### src/ext_periph_macros.svh
/* Widths, sizes, latency and address map of the external-peripheral subsystem.
   Include wherever one of these values is needed. */

`ifndef EXT_PERIPH_MACROS_SVH
`define EXT_PERIPH_MACROS_SVH

// Register bus
`define DATA_WIDTH 32
`define ADDR_WIDTH 32

// Power switching
`define EXT_DOMAINS 2
`define NUM_BANKS 4
`define SWITCH_ACK_LATENCY 15

// Interfaced FIFO
`define IFFIFO_DEPTH 8

// Peripheral windows
`define IFFIFO_BASE 32'h0000_0000
`define PWR_BASE 32'h0000_1000
`define PERIPH_SIZE 32'h1000

`endif

### src/power_pkg.sv
/* Power-switch mask types for external domains and memory banks, and the
   external interrupt vector. */

`include "ext_periph_macros.svh"

package power_pkg;

  // One active-low bit per external domain
  typedef logic [`EXT_DOMAINS-1:0] domain_mask_t;

  // One active-low bit per memory bank
  typedef logic [`NUM_BANKS-1:0] bank_mask_t;

  typedef struct packed {
    logic iffifo_irq;
    logic pwr_irq;
  } intr_vec_t;

endpackage

### src/reg_bus_pkg.sv
/* Register-bus request and response types and the peripheral select code
   used by the address decoder. */

`include "ext_periph_macros.svh"

package reg_bus_pkg;

  typedef struct packed {
    logic                   valid;
    logic                   write;
    logic [`ADDR_WIDTH-1:0] addr;
    logic [`DATA_WIDTH-1:0] wdata;
  } reg_req_t;

  // ready comes back in the same cycle as valid
  typedef struct packed {
    logic                   ready;
    logic                   error;
    logic [`DATA_WIDTH-1:0] rdata;
  } reg_rsp_t;

  typedef enum logic [1:0] {
    SEL_IFFIFO = 2'd0,
    SEL_PWR    = 2'd1,
    SEL_NONE   = 2'd2
  } periph_sel_t;

endpackage

### src/ext_periph_subsys.sv
/* Top level of the external-peripheral subsystem. Joins the register demux,
   the FIFO and power peripherals, the switch-cell models and the IRQ vector. */

`timescale 1ns/1ps

`include "ext_periph_macros.svh"

module ext_periph_subsys import reg_bus_pkg::*, power_pkg::*; (
  input  logic         clk_i,
  input  logic         rst_n_i,
  input  reg_req_t     reg_req_i,
  output reg_rsp_t     reg_rsp_o,
  output domain_mask_t powergate_switch_n_o,
  output bank_mask_t   bank_switch_n_o,
  output logic         dma_slot_tx_o,
  output logic         dma_slot_rx_o,
  output intr_vec_t    intr_vector_o
);

  reg_req_t     fifo_req, pwr_req;
  reg_rsp_t     fifo_rsp, pwr_rsp;
  domain_mask_t domain_ack_n;
  bank_mask_t   bank_ack_n;
  logic         iffifo_irq, pwr_irq;

  reg_demux reg_demux_i (
    .clk_i      (clk_i),
    .rst_n_i    (rst_n_i),
    .host_req_i (reg_req_i),
    .host_rsp_o (reg_rsp_o),
    .fifo_req_o (fifo_req),
    .fifo_rsp_i (fifo_rsp),
    .pwr_req_o  (pwr_req),
    .pwr_rsp_i  (pwr_rsp)
  );

  iffifo_periph iffifo_periph_i (
    .clk_i       (clk_i),
    .rst_n_i     (rst_n_i),
    .req_i       (fifo_req),
    .rsp_o       (fifo_rsp),
    .in_ready_o  (dma_slot_tx_o),
    .out_valid_o (dma_slot_rx_o),
    .irq_o       (iffifo_irq)
  );

  power_ctrl_regs power_ctrl_regs_i (
    .clk_i             (clk_i),
    .rst_n_i           (rst_n_i),
    .req_i             (pwr_req),
    .rsp_o             (pwr_rsp),
    .domain_switch_n_o (powergate_switch_n_o),
    .bank_switch_n_o   (bank_switch_n_o),
    .domain_ack_n_i    (domain_ack_n),
    .bank_ack_n_i      (bank_ack_n),
    .irq_o             (pwr_irq)
  );

  // Switch cells for the external domains and the memory banks
  switch_ack_delay #(
    .ack_t   (domain_mask_t),
    .LATENCY (`SWITCH_ACK_LATENCY)
  ) domain_ack_i (
    .clk_i      (clk_i),
    .rst_n_i    (rst_n_i),
    .switch_n_i (powergate_switch_n_o),
    .ack_n_o    (domain_ack_n)
  );

  switch_ack_delay #(
    .ack_t   (bank_mask_t),
    .LATENCY (`SWITCH_ACK_LATENCY)
  ) bank_ack_i (
    .clk_i      (clk_i),
    .rst_n_i    (rst_n_i),
    .switch_n_i (bank_switch_n_o),
    .ack_n_o    (bank_ack_n)
  );

  assign intr_vector_o.iffifo_irq = iffifo_irq;
  assign intr_vector_o.pwr_irq    = pwr_irq;

endmodule

### src/iffifo_periph.sv
/* Register-mapped FIFO: DATA pushes on write and pops on read, STATUS holds the
   fill count and WATERMARK sets the interrupt level. Drives two DMA slot lines. */

`timescale 1ns/1ps

`include "ext_periph_macros.svh"

module iffifo_periph import reg_bus_pkg::*; (
  input  logic     clk_i,
  input  logic     rst_n_i,
  input  reg_req_t req_i,
  output reg_rsp_t rsp_o,
  output logic     in_ready_o,
  output logic     out_valid_o,
  output logic     irq_o
);

  localparam int PTR_W = $clog2(`IFFIFO_DEPTH);
  localparam int CNT_W = $clog2(`IFFIFO_DEPTH + 1);

  localparam logic [`ADDR_WIDTH-1:0] OFS_DATA   = 'h0;
  localparam logic [`ADDR_WIDTH-1:0] OFS_STATUS = 'h4;
  localparam logic [`ADDR_WIDTH-1:0] OFS_WM     = 'h8;

  logic [`DATA_WIDTH-1:0] mem [`IFFIFO_DEPTH];
  logic [PTR_W-1:0]       wr_ptr;
  logic [PTR_W-1:0]       rd_ptr;
  logic [CNT_W-1:0]       count;
  logic [`DATA_WIDTH-1:0] watermark;
  logic [`DATA_WIDTH-1:0] count_ext;

  logic [`ADDR_WIDTH-1:0] offset;
  logic is_data, is_status, is_wm;
  logic full, empty;
  logic push, pop;

  assign offset    = req_i.addr & `ADDR_WIDTH'(`PERIPH_SIZE - 1);
  assign is_data   = (offset == OFS_DATA);
  assign is_status = (offset == OFS_STATUS);
  assign is_wm     = (offset == OFS_WM);

  assign full      = (count == CNT_W'(`IFFIFO_DEPTH));
  assign empty     = (count == '0);
  assign count_ext = `DATA_WIDTH'(count);

  assign push = req_i.valid && req_i.write && is_data && !full;
  assign pop  = req_i.valid && !req_i.write && is_data && !empty;

  always_comb begin
    rsp_o.ready = req_i.valid;
    rsp_o.error = req_i.valid && ((is_data && req_i.write && full) ||
                                  (is_data && !req_i.write && empty) ||
                                  (is_status && req_i.write) ||
                                  !(is_data || is_status || is_wm));
    rsp_o.rdata = '0;
    if (req_i.valid && !req_i.write) begin
      if (pop) begin
        rsp_o.rdata = mem[rd_ptr];
      end else if (is_status) begin
        rsp_o.rdata = count_ext;
      end else if (is_wm) begin
        rsp_o.rdata = watermark;
      end
    end
  end

  always_ff @(posedge clk_i) begin
    if (push) begin
      mem[wr_ptr] <= req_i.wdata;
    end
  end

  always_ff @(posedge clk_i) begin
    if (!rst_n_i) begin
      wr_ptr    <= '0;
      rd_ptr    <= '0;
      count     <= '0;
      watermark <= '0;
    end else begin
      if (push) begin
        wr_ptr <= (wr_ptr == PTR_W'(`IFFIFO_DEPTH - 1)) ? '0 : wr_ptr + 1'b1;
        count  <= count + 1'b1;
      end
      if (pop) begin
        rd_ptr <= (rd_ptr == PTR_W'(`IFFIFO_DEPTH - 1)) ? '0 : rd_ptr + 1'b1;
        count  <= count - 1'b1;
      end
      if (req_i.valid && req_i.write && is_wm) begin
        watermark <= req_i.wdata;
      end
    end
  end

  // DMA slots
  assign in_ready_o  = !full;
  assign out_valid_o = !empty;

  assign irq_o = (watermark != '0) && (count_ext >= watermark);

  a_count_bound: assert property (
    @(posedge clk_i) disable iff (!rst_n_i)
    count <= CNT_W'(`IFFIFO_DEPTH)
  );

  // A push into a full FIFO is dropped
  a_full_drop: assert property (
    @(posedge clk_i) disable iff (!rst_n_i)
    full && req_i.valid && req_i.write && is_data |=> $stable(wr_ptr) && full
  );

endmodule

### src/power_ctrl_regs.sv
/* Power-switch request registers for external domains and memory banks.
   Reports the returned acks and raises an interrupt once a change has settled. */

`timescale 1ns/1ps

`include "ext_periph_macros.svh"

module power_ctrl_regs import reg_bus_pkg::*, power_pkg::*; (
  input  logic         clk_i,
  input  logic         rst_n_i,
  input  reg_req_t     req_i,
  output reg_rsp_t     rsp_o,
  output domain_mask_t domain_switch_n_o,
  output bank_mask_t   bank_switch_n_o,
  input  domain_mask_t domain_ack_n_i,
  input  bank_mask_t   bank_ack_n_i,
  output logic         irq_o
);

  localparam logic [`ADDR_WIDTH-1:0] OFS_DOMAIN = 'h0;
  localparam logic [`ADDR_WIDTH-1:0] OFS_BANK   = 'h4;
  localparam logic [`ADDR_WIDTH-1:0] OFS_ACK    = 'h8;
  localparam logic [`ADDR_WIDTH-1:0] OFS_IRQ    = 'hc;

  logic [`ADDR_WIDTH-1:0] offset;
  logic [`DATA_WIDTH-1:0] ack_status;
  logic wr_en, wr_switch, settled;
  logic change_pending;
  logic irq_q;

  assign offset = req_i.addr & `ADDR_WIDTH'(`PERIPH_SIZE - 1);
  assign wr_en  = req_i.valid && req_i.write;

  assign wr_switch = wr_en && ((offset == OFS_DOMAIN) || (offset == OFS_BANK));
  assign settled   = change_pending && (domain_ack_n_i == domain_switch_n_o) &&
                     (bank_ack_n_i == bank_switch_n_o);

  // Bank acks start at bit 8
  always_comb begin
    ack_status = '0;
    ack_status[0 +: `EXT_DOMAINS] = domain_ack_n_i;
    ack_status[8 +: `NUM_BANKS]   = bank_ack_n_i;
  end

  always_comb begin
    rsp_o.ready = req_i.valid;
    rsp_o.error = 1'b0;
    rsp_o.rdata = '0;
    case (offset)
      OFS_DOMAIN: rsp_o.rdata = `DATA_WIDTH'(domain_switch_n_o);
      OFS_BANK:   rsp_o.rdata = `DATA_WIDTH'(bank_switch_n_o);
      OFS_ACK: begin
        rsp_o.rdata = ack_status;
        rsp_o.error = wr_en;
      end
      OFS_IRQ:    rsp_o.rdata = `DATA_WIDTH'(irq_q);
      default:    rsp_o.error = req_i.valid;
    endcase
    if (req_i.write) begin
      rsp_o.rdata = '0;
    end
  end

  always_ff @(posedge clk_i) begin
    if (!rst_n_i) begin
      domain_switch_n_o <= '0;
      bank_switch_n_o   <= '0;
      change_pending    <= 1'b0;
      irq_q             <= 1'b0;
    end else begin
      if (wr_en && offset == OFS_DOMAIN) begin
        domain_switch_n_o <= req_i.wdata[`EXT_DOMAINS-1:0];
      end
      if (wr_en && offset == OFS_BANK) begin
        bank_switch_n_o <= req_i.wdata[`NUM_BANKS-1:0];
      end
      if (wr_en && offset == OFS_IRQ && req_i.wdata[0]) begin
        irq_q <= 1'b0;
      end
      if (settled) begin
        change_pending <= 1'b0;
        irq_q          <= 1'b1;
      end
      // A new request restarts the wait
      if (wr_switch) begin
        change_pending <= 1'b1;
      end
    end
  end

  assign irq_o = irq_q;

  a_irq_settled: assert property (
    @(posedge clk_i) disable iff (!rst_n_i)
    $rose(irq_o) |-> $past((domain_ack_n_i == domain_switch_n_o) &&
                           (bank_ack_n_i == bank_switch_n_o))
  );

endmodule

### src/reg_demux.sv
/* Decodes the host register address and routes each access to the FIFO or the
   power-control peripheral. Unmapped accesses are answered here with an error. */

`timescale 1ns/1ps

`include "ext_periph_macros.svh"

module reg_demux import reg_bus_pkg::*; (
  input  logic     clk_i,
  input  logic     rst_n_i,
  input  reg_req_t host_req_i,
  output reg_rsp_t host_rsp_o,
  output reg_req_t fifo_req_o,
  input  reg_rsp_t fifo_rsp_i,
  output reg_req_t pwr_req_o,
  input  reg_rsp_t pwr_rsp_i
);

  localparam logic [`ADDR_WIDTH-1:0] WIN_MASK = ~(`ADDR_WIDTH'(`PERIPH_SIZE - 1));

  periph_sel_t sel;
  logic [`ADDR_WIDTH-1:0] win_base;

  assign win_base = host_req_i.addr & WIN_MASK;

  always_comb begin
    if (win_base == `IFFIFO_BASE) begin
      sel = SEL_IFFIFO;
    end else if (win_base == `PWR_BASE) begin
      sel = SEL_PWR;
    end else begin
      sel = SEL_NONE;
    end
  end

  // Only the selected target sees valid
  always_comb begin
    fifo_req_o       = host_req_i;
    pwr_req_o        = host_req_i;
    fifo_req_o.valid = host_req_i.valid && (sel == SEL_IFFIFO);
    pwr_req_o.valid  = host_req_i.valid && (sel == SEL_PWR);
  end

  always_comb begin
    case (sel)
      SEL_IFFIFO: host_rsp_o = fifo_rsp_i;
      SEL_PWR:    host_rsp_o = pwr_rsp_i;
      default: begin
        host_rsp_o.ready = host_req_i.valid;
        host_rsp_o.error = host_req_i.valid;
        host_rsp_o.rdata = '0;
      end
    endcase
  end

  // Host must hold the request until it is accepted
  a_req_stable: assert property (
    @(posedge clk_i) disable iff (!rst_n_i)
    host_req_i.valid && !host_rsp_o.ready |=> $stable(host_req_i)
  );

endmodule

### src/switch_ack_delay.sv
/* Model of a power-switch cell: the acknowledge follows the request after a
   fixed number of cycles. One instance per mask type. */

`timescale 1ns/1ps

module switch_ack_delay #(
  parameter type ack_t   = logic,
  parameter int  LATENCY = 1
) (
  input  logic clk_i,
  input  logic rst_n_i,
  input  ack_t switch_n_i,
  output ack_t ack_n_o
);

  ack_t stage [LATENCY];

  always_ff @(posedge clk_i) begin
    if (!rst_n_i) begin
      for (int i = 0; i < LATENCY; i++) begin
        stage[i] <= '0;
      end
    end else begin
      stage[0] <= switch_n_i;
      for (int i = 1; i < LATENCY; i++) begin
        stage[i] <= stage[i-1];
      end
    end
  end

  assign ack_n_o = stage[LATENCY-1];

endmodule

### config.mk
export PLATFORM = sky130hd
export DESIGN_NAME = ext_periph_subsys
export DESIGN_NICKNAME = d
export VERILOG_FILES = /design/src/power_pkg.sv /design/src/reg_bus_pkg.sv /design/src/ext_periph_subsys.sv /design/src/iffifo_periph.sv /design/src/power_ctrl_regs.sv /design/src/reg_demux.sv /design/src/switch_ack_delay.sv
export VERILOG_INCLUDE_DIRS = /design/src
export SDC_FILE = /design/constraint.sdc
export NUM_CORES = 1
export LEC_CHECK = 0
export BUFFER_PORTS_ARGS = -buffer_cell sky130_fd_sc_hd__buf_2
export CAP_MARGIN = 0
export CORE_MARGIN = 1.5
export CORE_UTILIZATION = 50
export CTS_BUF_LIST = sky130_fd_sc_hd__clkbuf_8
export DETAILED_ROUTE_END_ITERATION = 8
export PLACE_DENSITY_LB_ADDON = 0.08
export SLEW_MARGIN = 0
export SYNTH_ARGS = -nofsm -noshare
export SYNTH_HDL_FRONTEND = slang
export SYNTH_HIERARCHICAL = 1
export SYNTH_SLANG_ARGS = --single-unit
### constraint.sdc
create_clock -name clk_i -period 6.7 [get_ports clk_i]
set_input_delay 0.67 -clock clk_i [delete_from_list [all_inputs] [get_ports clk_i]]
set_output_delay 0.67 -clock clk_i [all_outputs]
set_load 0.02 [all_outputs]
==> impl_metrics.csv <==
group,metric,value,unit
run_status,outcome,"completed",
finish,design_area,18200,um2
drt,num_vias,8975,
setup_path,r2r_start,"iffifo_periph_i/count[0]",
setup_path,worstRegToRegCells,6,
timing,hold_violations,0,
setup_path,crit_path_end_kind,"primary output",
floorplanning,start_util,50.8,%
worst_hold_path,hp-class,"in -> reg",
setup_path,rr_endpoint,"iffifo_periph_i/mem[5][12]",
timing,setup_violations,0,
run,drv_cap,0,
clock_tree,cts.clk_slew.worst_paths,60,ps
place,dp_hpwl,19.5,mm
setup_path,crit_fanout,36,
logic_synthesis,synth_area,16500,um2
drt,drt_iter0_drc,518,
finish,final_common_cell,"edfxtp_1",
timing,drv_slew,0,
drt,avgViaCountPerCell,5.25,
setup_path,r2r_slack,3860,ps
floorplanning,core-area,32500,um2
setup_path,worst-setup-path-type,"in -> out",
power,ir_drop,0.157,mV
setup_path,worstPathRequired,6030,ps
worst_hold_path,worstHoldStart,"reg_req_i[12]",
timing,fin_crit_sh,78.8,%
finish,syn2layout_area_growth,9.92,%
grt,grt_max_degree,80,
floorplanning,ios,112,
drt,wl_per_cell,20.0,um
grt,grt.total_usage,20.5,%
timing,fmax,189,MHz
place,io_buffers,111,
floorplanning,rows,66,
worst_hold_path,min_to,"iffifo_periph_i/mem[7][12]",
clock_tree,post_cts_buffers,0,
grt,grt_pass1_vias,8865,
clock_tree,clk_latency,580,ps
timing,setup-tns-final,0,ps
clock_tree,cts_tree,"built",
clock_tree,post_cts_resized,0,
timing,fin_ws,1420,ps
drt,drt_pass1_iterations,5,
floorplanning,floorplan.die_area,34100,um2
clock_tree,cts_htree_levels,3,
grt,grt_pass1_wl,51.9,mm
drt,drc,0,
clock_tree,cts-root-buf,"clkbuf_8",
timing,rsz0062_at_grt,"false",
floorplanning,die_h,185,um
timing,slew_headroom,25.5,%
timing,post-route-min-period,5280,ps
timing,skew,34.5,ps
grt,grt.overflow.total,0,
logic_synthesis,yosys_warnings,6,
place,placed_cell_area,16900,um2
power,powerDensity,260,nW/um2
clock_tree,max-clock-path-buffers,3,
clock_tree,clock_sinks,399,
clock_tree,cts_buffers,67,
power,p_leak,6.36,nW
setup_path,cp.arrival,4610,ps
drt,drt_wl_total,34.1,mm
finish,drive_above_1_share,31.3,%
clock_tree,ctsHoldBuffers,0,
finish,final_cell_mix,"edfxtp_1, dfxtp_1, buf_2",
drt,ant_nets,0,
place,post-place-ws,1410,ps
worst_hold_path,whs_path_depth,1,
grt,antenna_found_initial,3,
logic_synthesis,postSynthAreaPerCell,14.4,um2
logic_synthesis,syn_inst,1149,
timing,worst_slew_pin_slew,1110,ps
floorplanning,die_x,185,um
place,place_congestion,0.754,
finish,nets,1294,
setup_path,cp-start-kind,"input port",
## final cells by class
class	count	area (um2)
inverters	12	45.0
clock buffers	79	1090
clock inverters	40	184
well taps	442	553
flip-flops and latches	399	10600
multi-input cells	608	5040
diodes	1	2.50
fillers	2761	14400
repair buffers	129	693
## power by group
part / internal, mW / leakage (nW) / switching (mW)
registers: 2.61 / 3.45 / 0.0000000000464
logic: 0.0272 / 2.18 / 0.0660
clock network: 1.07 / 0.732 / 0.940
## sequential cells by signal, summed over array words and instances (netlist names), 3 cells and up, named ones only
signal                             count
iffifo_periph_i/rd_ptr                 3
iffifo_periph_i/count                  4
bank_ack_i/stage                      60
domain_ack_i/stage                    30
iffifo_periph_i/mem                  256
power_ctrl_regs_i/bank_switch_n_o      4
iffifo_periph_i/wr_ptr                 3
iffifo_periph_i/watermark             32
## how the worst max path moves through the flow
stage / from / endpoint / slack (ps) / cells past startpoint
after floorplan: reg_req_i[59] / iffifo_periph_i/mem[0][0] / 630 / 10
after global placement: reg_req_i[59] / reg_rsp_o[27] / 1570 / 14
after detailed placement: reg_req_i[45] / reg_rsp_o[27] / 1410 / 14
after CTS: reg_req_i[45] / reg_rsp_o[27] / 1430 / 14
after global routing: reg_req_i[45] / reg_rsp_o[27] / 1090 / 14
final: reg_req_i[45] / reg_rsp_o[27] / 1420 / 14
## stage by stage
stage / instances / utilization [%] / power, mW / hold WS [ps]
after floorplan: 1172 / - / 2.75 / 406
after global placement: 1590 / 51.9 / 2.76 / 414
after detailed placement: 1590 / 51.9 / 2.76 / 419
after CTS: 1709 / 55.8 / 4.78 / 336
after global routing: 1709 / 55.8 / 4.90 / 365
final: 1710 / 55.8 / 4.72 / 380
## routing by layer
metal  routed length (um)  global-route usage (%)
met1                15700                    29.1
met2                16100                    31.8
met3                 1770                    4.42
met4                  578                    6.34
met5                   13                       0
## worst max-delay path, stage by stage
cell and delay, ps:
buf_2 100, nor4_1 310, nand4_1 120, or4_2 550, buf_4 350, nor3_1 390
nand2b_1 280, nor3_4 950, buf_4 290, nand2_1 60, o21ai_0 120, mux2i_1 130
nor2_2 100, buf_2 170
No activity file was read; power rests on OpenSTA's default activity.
